$ cat src/source/calc_pkg.sv
// Calculator shared types
package calc_pkg;

    // Operand and result width unless the top level overrides it
    parameter int DATA_WIDTH_DEFAULT = 16;

    // One decimal key, 0 to 9
    typedef logic [3:0] digit_t;

    // Operator keys
    typedef enum logic [1:0] {
        OP_ADD  = 2'd0,
        OP_SUB  = 2'd1,
        OP_MUL  = 2'd2,
        OP_NONE = 2'd3
    } op_t;

    // Entry controller states
    typedef enum logic [3:0] {
        IDLE_OP1    = 4'd0,
        SCALE_OP1   = 4'd1,
        ADD_DIGIT1  = 4'd2,
        IDLE_OP2    = 4'd3,
        SCALE_OP2   = 4'd4,
        ADD_DIGIT2  = 4'd5,
        DISPATCH    = 4'd6,
        WAIT_RESULT = 4'd7,
        SHOW        = 4'd8
    } ctrl_state_t;

endpackage

$ cat src/source/add_sub_unit.sv
// Registered adder and subtractor
`timescale 1ns/1ps

module add_sub_unit #(
    parameter int DATA_WIDTH = calc_pkg::DATA_WIDTH_DEFAULT
) (
    input  logic                  clk,
    input  logic                  nRST,
    input  logic                  start,
    input  logic [DATA_WIDTH-1:0] a,
    input  logic [DATA_WIDTH-1:0] b,
    input  logic                  sub,
    output logic [DATA_WIDTH-1:0] result,
    output logic                  finish
);

    typedef logic [DATA_WIDTH-1:0] word_t;

    word_t sum;
    word_t diff;

    // Both wrap modulo 2^DATA_WIDTH
    assign sum  = a + b;
    assign diff = a - b;

    // Result holds until the next start
    always_ff @(posedge clk) begin
        if (start) begin
            result <= sub ? diff : sum;
        end
    end

    // One cycle of latency
    always_ff @(posedge clk or negedge nRST) begin
        if (!nRST) begin
            finish <= 1'b0;
        end else begin
            finish <= start;
        end
    end

endmodule

$ cat src/source/shift_add_multiplier.sv
// Sequential shift and add multiplier
`timescale 1ns/1ps

module shift_add_multiplier #(
    parameter int DATA_WIDTH = calc_pkg::DATA_WIDTH_DEFAULT
) (
    input  logic                  clk,
    input  logic                  nRST,
    input  logic                  start,
    input  logic [DATA_WIDTH-1:0] a,
    input  logic [DATA_WIDTH-1:0] b,
    output logic [DATA_WIDTH-1:0] product,
    output logic                  busy,
    output logic                  finish
);

    localparam int CNT_W = $clog2(DATA_WIDTH + 1);

    typedef logic [DATA_WIDTH-1:0] word_t;
    typedef logic [CNT_W-1:0] count_t;

    word_t  mcand;
    word_t  mplier;
    word_t  acc;
    count_t step;
    logic   last_step;

    assign last_step = (step == count_t'(DATA_WIDTH - 1));

    // Step counter and handshake
    always_ff @(posedge clk or negedge nRST) begin
        if (!nRST) begin
            busy   <= 1'b0;
            finish <= 1'b0;
            step   <= '0;
        end else begin
            finish <= 1'b0;
            if (start) begin
                busy <= 1'b1;
                step <= '0;
            end else if (busy) begin
                step <= step + count_t'(1);
                if (last_step) begin
                    busy   <= 1'b0;
                    finish <= 1'b1;
                end
            end
        end
    end

    // Datapath, one multiplier bit per cycle
    always_ff @(posedge clk) begin
        if (start) begin
            mcand  <= a;
            mplier <= b;
            acc    <= '0;
        end else if (busy) begin
            if (mplier[0]) begin
                acc <= acc + mcand;
            end
            // Upper bits fall off, which gives the modulo result
            mcand  <= mcand << 1;
            mplier <= mplier >> 1;
        end
    end

    // Low half of the product, held after finish
    assign product = acc;

endmodule

$ cat src/source/entry_controller.sv
// Keypad entry and dispatch controller
`timescale 1ns/1ps

module entry_controller #(
    parameter int DATA_WIDTH = calc_pkg::DATA_WIDTH_DEFAULT
) (
    input  logic                  clk,
    input  logic                  nRST,
    input  logic                  key_valid,
    input  calc_pkg::digit_t      key_digit,
    input  logic                  op_valid,
    input  calc_pkg::op_t         op_code,
    input  logic                  equal_valid,
    input  logic [DATA_WIDTH-1:0] mul_product,
    input  logic                  mul_finish,
    input  logic [DATA_WIDTH-1:0] as_result,
    input  logic                  as_finish,
    output logic                  ready,
    output logic                  complete,
    output logic [DATA_WIDTH-1:0] display,
    output logic                  mul_start,
    output logic [DATA_WIDTH-1:0] mul_a,
    output logic [DATA_WIDTH-1:0] mul_b,
    output logic                  as_start,
    output logic [DATA_WIDTH-1:0] as_a,
    output logic [DATA_WIDTH-1:0] as_b,
    output logic                  as_sub
);

    typedef logic [DATA_WIDTH-1:0] word_t;

    localparam word_t TEN = word_t'(10);

    calc_pkg::ctrl_state_t state;
    calc_pkg::op_t         op_q;
    calc_pkg::digit_t      digit_q;

    word_t operand1;
    word_t operand2;
    word_t result_q;
    word_t entry_sum;
    logic  have_op1;
    logic  have_op2;
    logic  key_accept;
    logic  op_accept;
    logic  eq_accept;

    // Keys are only taken while waiting for input
    assign ready = (state == calc_pkg::IDLE_OP1) || (state == calc_pkg::IDLE_OP2);

    assign key_accept = key_valid && ready;
    assign op_accept  = op_valid && (state == calc_pkg::IDLE_OP1) && have_op1;
    assign eq_accept  = equal_valid && (state == calc_pkg::IDLE_OP2) && have_op2;

    // Scaled operand plus the latched digit
    assign entry_sum = mul_product + word_t'(digit_q);

    always_ff @(posedge clk or negedge nRST) begin
        if (!nRST) begin
            state     <= calc_pkg::IDLE_OP1;
            op_q      <= calc_pkg::OP_NONE;
            operand1  <= '0;
            operand2  <= '0;
            have_op1  <= 1'b0;
            have_op2  <= 1'b0;
            display   <= '0;
            complete  <= 1'b0;
            mul_start <= 1'b0;
            as_start  <= 1'b0;
        end else begin
            complete  <= 1'b0;
            mul_start <= 1'b0;
            as_start  <= 1'b0;
            case (state)
                calc_pkg::IDLE_OP1: begin
                    if (key_accept) begin
                        mul_start <= 1'b1;
                        have_op1  <= 1'b1;
                        state     <= calc_pkg::SCALE_OP1;
                    end else if (op_accept) begin
                        op_q  <= op_code;
                        state <= calc_pkg::IDLE_OP2;
                    end
                end
                calc_pkg::SCALE_OP1: begin
                    if (mul_finish) begin
                        state <= calc_pkg::ADD_DIGIT1;
                    end
                end
                calc_pkg::ADD_DIGIT1: begin
                    operand1 <= entry_sum;
                    display  <= entry_sum;
                    state    <= calc_pkg::IDLE_OP1;
                end
                calc_pkg::IDLE_OP2: begin
                    if (key_accept) begin
                        mul_start <= 1'b1;
                        have_op2  <= 1'b1;
                        state     <= calc_pkg::SCALE_OP2;
                    end else if (eq_accept) begin
                        state <= calc_pkg::DISPATCH;
                    end
                end
                calc_pkg::SCALE_OP2: begin
                    if (mul_finish) begin
                        state <= calc_pkg::ADD_DIGIT2;
                    end
                end
                calc_pkg::ADD_DIGIT2: begin
                    operand2 <= entry_sum;
                    display  <= entry_sum;
                    state    <= calc_pkg::IDLE_OP2;
                end
                calc_pkg::DISPATCH: begin
                    if (op_q == calc_pkg::OP_MUL) begin
                        mul_start <= 1'b1;
                    end else begin
                        as_start <= 1'b1;
                    end
                    state <= calc_pkg::WAIT_RESULT;
                end
                calc_pkg::WAIT_RESULT: begin
                    if (as_finish || mul_finish) begin
                        state <= calc_pkg::SHOW;
                    end
                end
                calc_pkg::SHOW: begin
                    display  <= result_q;
                    complete <= 1'b1;
                    operand1 <= '0;
                    operand2 <= '0;
                    have_op1 <= 1'b0;
                    have_op2 <= 1'b0;
                    op_q     <= calc_pkg::OP_NONE;
                    state    <= calc_pkg::IDLE_OP1;
                end
                default: state <= calc_pkg::IDLE_OP1;
            endcase
        end
    end

    // Operands for the arithmetic units, stable while start is high
    always_ff @(posedge clk) begin
        if (key_accept) begin
            digit_q <= key_digit;
            mul_a   <= (state == calc_pkg::IDLE_OP1) ? operand1 : operand2;
            mul_b   <= TEN;
        end else if (state == calc_pkg::DISPATCH) begin
            mul_a  <= operand1;
            mul_b  <= operand2;
            as_a   <= operand1;
            as_b   <= operand2;
            as_sub <= (op_q == calc_pkg::OP_SUB);
        end
        if (state == calc_pkg::WAIT_RESULT) begin
            if (as_finish) begin
                result_q <= as_result;
            end else if (mul_finish) begin
                result_q <= mul_product;
            end
        end
    end

endmodule

$ cat src/source/calculator_top.sv
// Keypad calculator core
`timescale 1ns/1ps

module calculator_top #(
    parameter int DATA_WIDTH = calc_pkg::DATA_WIDTH_DEFAULT
) (
    input  logic                  clk,
    input  logic                  nRST,
    input  logic                  key_valid,
    input  calc_pkg::digit_t      key_digit,
    input  logic                  op_valid,
    input  calc_pkg::op_t         op_code,
    input  logic                  equal_valid,
    output logic                  ready,
    output logic                  complete,
    output logic [DATA_WIDTH-1:0] display
);

    logic                  mul_start;
    logic [DATA_WIDTH-1:0] mul_a;
    logic [DATA_WIDTH-1:0] mul_b;
    logic [DATA_WIDTH-1:0] mul_product;
    logic                  mul_finish;
    logic                  mul_busy;
    logic                  as_start;
    logic [DATA_WIDTH-1:0] as_a;
    logic [DATA_WIDTH-1:0] as_b;
    logic                  as_sub;
    logic [DATA_WIDTH-1:0] as_result;
    logic                  as_finish;

    entry_controller #(
        .DATA_WIDTH(DATA_WIDTH)
    ) ctrl0 (
        .clk         (clk),
        .nRST        (nRST),
        .key_valid   (key_valid),
        .key_digit   (key_digit),
        .op_valid    (op_valid),
        .op_code     (op_code),
        .equal_valid (equal_valid),
        .mul_product (mul_product),
        .mul_finish  (mul_finish),
        .as_result   (as_result),
        .as_finish   (as_finish),
        .ready       (ready),
        .complete    (complete),
        .display     (display),
        .mul_start   (mul_start),
        .mul_a       (mul_a),
        .mul_b       (mul_b),
        .as_start    (as_start),
        .as_a        (as_a),
        .as_b        (as_b),
        .as_sub      (as_sub)
    );

    add_sub_unit #(
        .DATA_WIDTH(DATA_WIDTH)
    ) addsub0 (
        .clk    (clk),
        .nRST   (nRST),
        .start  (as_start),
        .a      (as_a),
        .b      (as_b),
        .sub    (as_sub),
        .result (as_result),
        .finish (as_finish)
    );

    // Shared by digit scaling and the multiply operator
    shift_add_multiplier #(
        .DATA_WIDTH(DATA_WIDTH)
    ) mult0 (
        .clk     (clk),
        .nRST    (nRST),
        .start   (mul_start),
        .a       (mul_a),
        .b       (mul_b),
        .product (mul_product),
        .busy    (mul_busy),
        .finish  (mul_finish)
    );

endmodule

$ cat config.mk
export PLATFORM = sky130hd
export DESIGN_NAME = calculator_top
export DESIGN_NICKNAME = d
export VERILOG_FILES = /design/src/source/calc_pkg.sv /design/src/source/add_sub_unit.sv /design/src/source/shift_add_multiplier.sv /design/src/source/entry_controller.sv /design/src/source/calculator_top.sv
export SDC_FILE = /design/constraint.sdc
export NUM_CORES = 1
export LEC_CHECK = 0
export BUFFER_PORTS_ARGS = -buffer_cell sky130_fd_sc_hd__buf_2
export CAP_MARGIN = 20
export CORE_UTILIZATION = 63
export DETAILED_ROUTE_END_ITERATION = 12
export GPL_TIMING_DRIVEN = 1
export PLACE_DENSITY = 0.84
export SYNTH_ARGS = -nofsm -noshare
export SYNTH_HDL_FRONTEND = slang
export SYNTH_SLANG_ARGS = --single-unit
$ cat constraint.sdc
create_clock -name clk -period 3.9 [get_ports clk]
set_input_delay 0.39 -clock clk [delete_from_list [all_inputs] [get_ports clk]]
set_output_delay 0.39 -clock clk [all_outputs]
set_load 0.01 [all_outputs]
==> results of run 1 <==
==> cells by family after synthesis <==
| group | count (synthesis) | synth area share [%] |
|---|---|---|
| AO/OA/AOI/OAI | 210 | 13.71 |
| XOR/XNOR | 50 | 4.181 |
| adder cells (fa/ha/maj) | 40 | 4.993 |
| buffers and inverters | 71 | 2.819 |
| flip-flops | 216 | 55.69 |
| multiplexers | 67 | 7.132 |
| AND/OR/NAND/NOR | 247 | 11.47 |
==> what timing repair did <==
item	4_1_cts	5_1_grt
hold buffers	1	0
hold endpoints to repair	31	0
gates resized for setup	0	0
==> path summary, 6_finish.rpt <==
kind | from | end | slack, ns
setup reg to reg | ctrl0.as_b[3] | addsub0.result[15] | 0.57
hold reg to reg | ctrl0.mul_b[15] | ctrl0.mul_b[15] | 0.47
setup / recovery | ctrl0.as_b[3] | addsub0.result[15] | 0.57
hold / removal | key_digit[1] | ctrl0.digit_q[1] | 0.05
max in group asynchronous | nRST | ctrl0.op_q[1] | 2.55
min in group asynchronous | nRST | ctrl0.display[3] | 0.49
==> power by group through the flow <==
stage               clock network, mW  registers [mW]  logic [mW]
global route                     2.19            2.38      0.0274
floorplan                           0            2.43     0.00217
CTS                              2.10            2.38      0.0239
global placement                    0            2.43      0.0228
detailed placement                  0            2.43      0.0231
finish                           2.09            2.38      0.0230
==> worst max-delay path: stages (launching register included) <==
cell	delay (ns)
edfxtp_1	0.46
nor4_2	0.40
nor4b_4	0.38
a31oi_1	0.15
xnor2_1	0.15
ha_1	0.40
o21a_1	0.22
o21a_1	0.17
a221o_1	0.34
a21o_1	0.17
a21oi_1	0.15
xnor2_1	0.08
==> layout make-up <==
type	count	area (um2)	share of cell area, %
multi-input cells	614	4350	37.81
repair buffers	39	225.2	1.958
clock inverters	8	56.30	0.4894
inverters	27	101.3	0.8809
well taps	216	270.3	2.349
flip-flops and latches	216	5834	50.71
clock buffers	34	666.9	5.797
==> synthesized netlist by cell type (3+ instances only) <==
library cell,n,area (um2)
clkbuf_1,25,93.84
a22o_1,14,122.6
and2_1,5,31.28
a21o_1,22,165.2
o22a_1,4,35.03
buf_2,17,85.08
nand3_1,17,85.08
nor3_1,11,55.05
o211ai_1,4,30.03
mux2i_1,6,60.06
ha_1,37,462.9
xor2_1,13,113.9
mux2_2,61,686.9
nor2b_1,8,50.05
a31oi_1,19,118.9
edfxtp_1,117,3513
dfrtp_1,65,1627
nand4_1,6,37.54
dfxtp_1,32,640.6
o21a_1,9,67.56
and3_1,8,50.05
o22ai_1,3,18.77
nor2_1,62,232.7
nand3b_1,4,30.03
nor3b_1,4,30.03
nand2_1,95,356.6
a31o_2,3,26.28
fa_1,3,60.06
a211o_1,5,43.79
or3_1,3,18.77
nand2b_1,8,50.05
a21oi_1,48,240.2
o21ai_0,39,195.2
o31ai_1,3,22.52
xnor2_1,37,324.1
a211oi_1,11,82.58
inv_1,27,101.4
o2111ai_1,3,26.28
==> stage by stage <==
stage | instances | hold slack (ns) | worst slack, ns | power [mW] | instance area, um2
after floorplan | 901 | 0.09441 | 0.8154 | 2.433 | 10470
after global placement | 1111 | 0.4438 | 0.6472 | 2.454 | 10770
after detailed placement | 1111 | 0.4504 | 0.5869 | 2.454 | 10770
after CTS | 1154 | 0.04326 | 0.5828 | 4.508 | 11500
after global routing | 1154 | 0.04741 | 0.3958 | 4.598 | 11500
final | 1154 | 0.05366 | 0.5741 | 4.493 | 11500
==> routing by layer <==
metal / track usage [%] / up-vias / wire [um]
met3: 3.502 / 57 / 1571
met5: 0 / - / 0
met2: 46.19 / 329 / 10790
met4: 12.85 / 0 / 1085
met1: 40.04 / 3483 / 9986
li1: - / 3345 / -
==> flow_summary.toml, run 1 <==
[cts]
clock_latency_ns = 0.52
cts_tree = "built"
numClockSinks = 216
cts-root-to-sink-buffers = 3
cts_post_setup_buffers_inserted = 0
numCtsBuffers = 23
worst_setup_hold_path_clk_slew_ns = 0.06
cts_root_buffer = "clkbuf_16"
cts-htree-levels = 1

[routing]
detailedRoute.firstIterationViolations = 774
viasPerCell = 6.251
postRouteWirelength_um = 23430
antenna_violating_nets_post_route = 0
route.detailed.wl_per_inst_um = 20.30
drtPass1Iterations = 5
post-route-drc-count = 0
vias = 7214

[floorplan]
design.core.area_um2 = 16060
boundary_pin_count = 29
die-area_um2 = 17150
fp.dieH_um = 130.9
die_w_um = 130.9
initial_core_util_pct = 65.23
rows = 46

[critical_path]
number_of_cells_on_the_worst_reg_to_reg_path = 11
crit_type = "reg -> reg"
cp_max_fo = 7
endpoint_kind = "register"
cp.required_ns = 4.17
crit_path_launch_type = "register"
critical_path_arrival_ns = 3.60

[worst_hold_path]
min_path_cells = 1
min-delay-path-class = "in -> reg"

[pwr]
seq_power_share_pct = 53.1
power.density_nw_per_um2 = 390.5
irDropWorstVdd_mv = 0.3621
internal_power_mw = 3.582
power_switching_share_pct = 20.28
combinationalPowerShare_pct = 0.5
power.switching_mw = 0.9109
power_frac_clock_pct = 46.4
power.leakage_nw = 4.533

[timing]
final_period_minus_worst_setup_slack_ns = 3.326
finClkSkew_ns = 0.01359
hold_violations = 0
fmaxAchievable_mhz = 300.7
max_slew_margin_pct = 34.41
period_share_pct = 85.28
final_setup_violations = 0
worstMarginPinSlew_ns = 0.9811
grt_setup_unrepaired = "false"
final-max-slew-violation-count = 0
fin_tns_setup_ns = 0

[place]
hpwlAfterDp_um = 16400
io_buffer_count = 28
finalWeightedCongestion = 0.9073

[grt]
grt_antenna_before_repair = 0
grt_pass1_wl_um = 37000
first_global_vias = 6743
overflow = 0
largest_net_degree_at_the_start_of_global_routing = 54
globalRouteTotalUtil_pct = 28.92

[yosys]
ys_flop_type = "edfxtp_1"
synth_seq_area_share_pct = 55.69
yosysWarningCount = 0
postSynthRegisterBits = 216
post_synth_inst_count = 901
synth-async-reset-ratio_pct = 31.02
synth_cell_types = 74
syn_nets = 952
netlist_area_um2 = 10470
synth.avg_cell_area_um2 = 11.62
synth-edff-count = 117

[final_layout]
area_growth_pct = 9.844
utilization_pct = 71.65
antenna_cells_inserted = 0
finish.net_count = 972
layout_common_cells = "edfxtp_1 (117), nand2_1 (95), dfrtp_1 (64), nor2_1 (62), mux2_2 (61)"
fillerInstances = 1055
layout.cells.most_common = "edfxtp_1"
drive_above_1_share_pct = 16.74

[flow_run]
cap_viol_max_count = 0

[run_status]
run_status = "finished, final reports clean"
Power figures use the tool's default switching activity.
==> run 2, diff against run 1 <==
--- a/config.mk
+++ b/config.mk
@@ -5,12 +5,12 @@
 export SDC_FILE = /design/constraint.sdc
 export NUM_CORES = 1
 export LEC_CHECK = 0
-export BUFFER_PORTS_ARGS = -buffer_cell sky130_fd_sc_hd__buf_2
+export BUFFER_PORTS_ARGS = -buffer_cell sky130_fd_sc_hd__buf_4
 export CAP_MARGIN = 20
 export CORE_UTILIZATION = 63
 export DETAILED_ROUTE_END_ITERATION = 12
 export GPL_TIMING_DRIVEN = 1
-export PLACE_DENSITY = 0.84
+export PLACE_DENSITY = 0.8
 export SYNTH_ARGS = -nofsm -noshare
 export SYNTH_HDL_FRONTEND = slang
 export SYNTH_SLANG_ARGS = --single-unit
==> run 2 against run 1 <==
Critical path depth unchanged. Count of clock-buffer cells in the layout shrank 3. Clock skew up 0.0015 ns. Die area unchanged. First-iteration DRC count shrank 14%. Worst setup slack lost 0.060 ns. Sequential share of layout area fell by 0.26 points. Via count rose by 0.47%. Critical endpoint is now addsub0.result[14]. Clock power rose by 3%. Largest cell class unchanged. Flip-flop and latch count stayed put. The run now ends with negative hold slack left.
==> flow_summary.toml, run 2 (synthesized netlist as in run 1, its figures left out) <==
[final_layout]
layout_common_cells = "edfxtp_1 (117), nand2_1 (95), dfrtp_1 (64), nor2_1 (62), mux2_2 (61)"
finish.net_count = 967
final-seq-area_um2 = 5834
area_growth_pct = 10.41
layout.cells.most_common = "edfxtp_1"
antenna_cells_inserted = 0
multi_input_area_um2 = 4350
drive_above_1_share_pct = 16.31
fillerInstances = 1075
finalInstanceArea_um2 = 11560

[pwr]
power.density_nw_per_um2 = 394.9
combinationalPowerShare_pct = 0.5
report.power.total_mw = 4.566
power.switching_mw = 0.8746
internal_power_mw = 3.692
power.leakage_nw = 4.527
power_frac_clock_pct = 47.3
irDropWorstVdd_mv = 0.4198
seq_power_share_pct = 52.2
power_switching_share_pct = 19.15

[timing]
fin_tns_setup_ns = 0
worstMarginPinSlew_ns = 0.9551
final_period_minus_worst_setup_slack_ns = 3.386
finClkSkew_ns = 0.01511
period_share_pct = 86.83
final.hold.worst_slack_ns = -0.01447
final-max-slew-violation-count = 0
grt_setup_unrepaired = "false"
max_slew_margin_pct = 36.15
fmaxAchievable_mhz = 295.3
final_setup_violations = 0
hold_violations = 12

[cts]
cts-resized-gates = 0
cts_post_setup_buffers_inserted = 0
cts-root-to-sink-buffers = 3
cts-htree-levels = 1
clock_latency_ns = 0.51
numClockSinks = 216
worst_setup_hold_path_clk_slew_ns = 0.06
cts_tree = "built"
post_cts_hold_buffer_count = 0
numCtsBuffers = 22
cts_root_buffer = "clkbuf_16"

[run_status]
failed_checks = "negative hold slack"
run_status = "finished, violations left"

[critical_path]
endpoint_kind = "register"
reg2reg_setup_slack_ns = 0.51
crit_type = "reg -> reg"
crit_path_start = "ctrl0.as_b[3]"
number_of_cells_on_the_worst_reg_to_reg_path = 11
rr_startpoint = "ctrl0.as_b[3]"
timing.critical_path.slowest_stage_cell = "edfxtp_1"
cp_max_fo = 6
cp.required_ns = 4.15
crit-reg2reg-capture = "addsub0.result[14]"
cp.buffers_inverters = 0
cp_top_family = "compound AO/OA/AOI/OAI gates"
critical_path.cell_chain = "nor4_2, nor4b_4, a21oi_1, xnor2_1, ha_1, a21o_1, a21oi_1, o21ai_0, a21o_1, a221oi_1, xnor2_1"
crit_path_launch_type = "register"
critical_path_arrival_ns = 3.64
critical-path-max-stage-delay_ns = 0.46

[routing]
post-route-drc-count = 0
detailedRoute.firstIterationViolations = 662
antenna_violating_nets_post_route = 0
route.detailed.wl_per_inst_um = 21.10
vias = 7248
drtPass1Iterations = 5
viasPerCell = 6.314
postRouteWirelength_um = 24220

[floorplan]
die_w_um = 130.9
boundary_pin_count = 29
rows = 46
initial_core_util_pct = 65.23
fp.dieH_um = 130.9
die-area_um2 = 17150
design.core.area_um2 = 16060

[flow_run]
cap_viol_max_count = 0

[worst_hold_path]
min-delay-path-class = "in -> async"

[grt]
first_global_vias = 7063
grt_antenna_before_repair = 0
grt_pass1_wl_um = 37900
globalRouteTotalUtil_pct = 29.77
largest_net_degree_at_the_start_of_global_routing = 68
overflow = 0

[place]
finalWeightedCongestion = 0.9174
io_buffer_count = 28
place_area_um2 = 10820
hpwlAfterDp_um = 17240
run 2: cell count changes in the layout (fill, tap and decap cells not counted), sizes merged:
cell	previous run	this run
clkinvlp	1	0
buf	38	35
clkbuf	34	31
dlygate4sd3	1	0
bufinv	0	3
inv	28	27
run 2: how the worst max path moves through the flow:
stage | cells after the start | end
after CTS | 11 | addsub0.result[15]
after global routing | 11 | addsub0.result[14]
after floorplan | 12 | addsub0.result[15]
after global placement | 11 | addsub0.result[15]
after detailed placement | 11 | addsub0.result[15]
final | 11 | addsub0.result[14]
run 2: layer usage:
layer  global-route usage (%)  routed length [um]  up-vias
met5                        0                   0        -
met4                    12.51                 943        0
met3                    4.560                1692       67
met2                    49.80               11800      315
met1                    38.91                9788     3532
li1                         -                   -     3334
run 2: area by class of cell:
type                       instances  area share (%)
tap                              216           2.337
timing repair buffer              35           2.272
multi-input combinational        614           37.62
clock buffer                      31           5.313
clock inverter                     9           1.125
inverter                          27          0.8764
sequential                       216           50.45
run 2: power by group through the flow:
| stage | sequential [mW] | combinational (mW) | clock (mW) |
|---|---|---|---|
| finish | 2.38 | 0.0232 | 2.16 |
| global route | 2.38 | 0.0272 | 2.28 |
| CTS | 2.38 | 0.0242 | 2.17 |
| detailed placement | 2.43 | 0.0238 | 0 |
| global placement | 2.43 | 0.0231 | 0 |
| floorplan | 2.43 | 0.00217 | 0 |
run 2: through the flow:
stage          utilization, %  worst slack, ns  cells
5_1_grt                 72.01           0.3081   1148
3_5_place_dp            67.38           0.5514   1108
2_1_floorplan               -           0.8154    901
4_1_cts                 72.01           0.5352   1148
3_3_place_gp            67.38           0.6779   1108
6_report                72.01           0.5137   1148
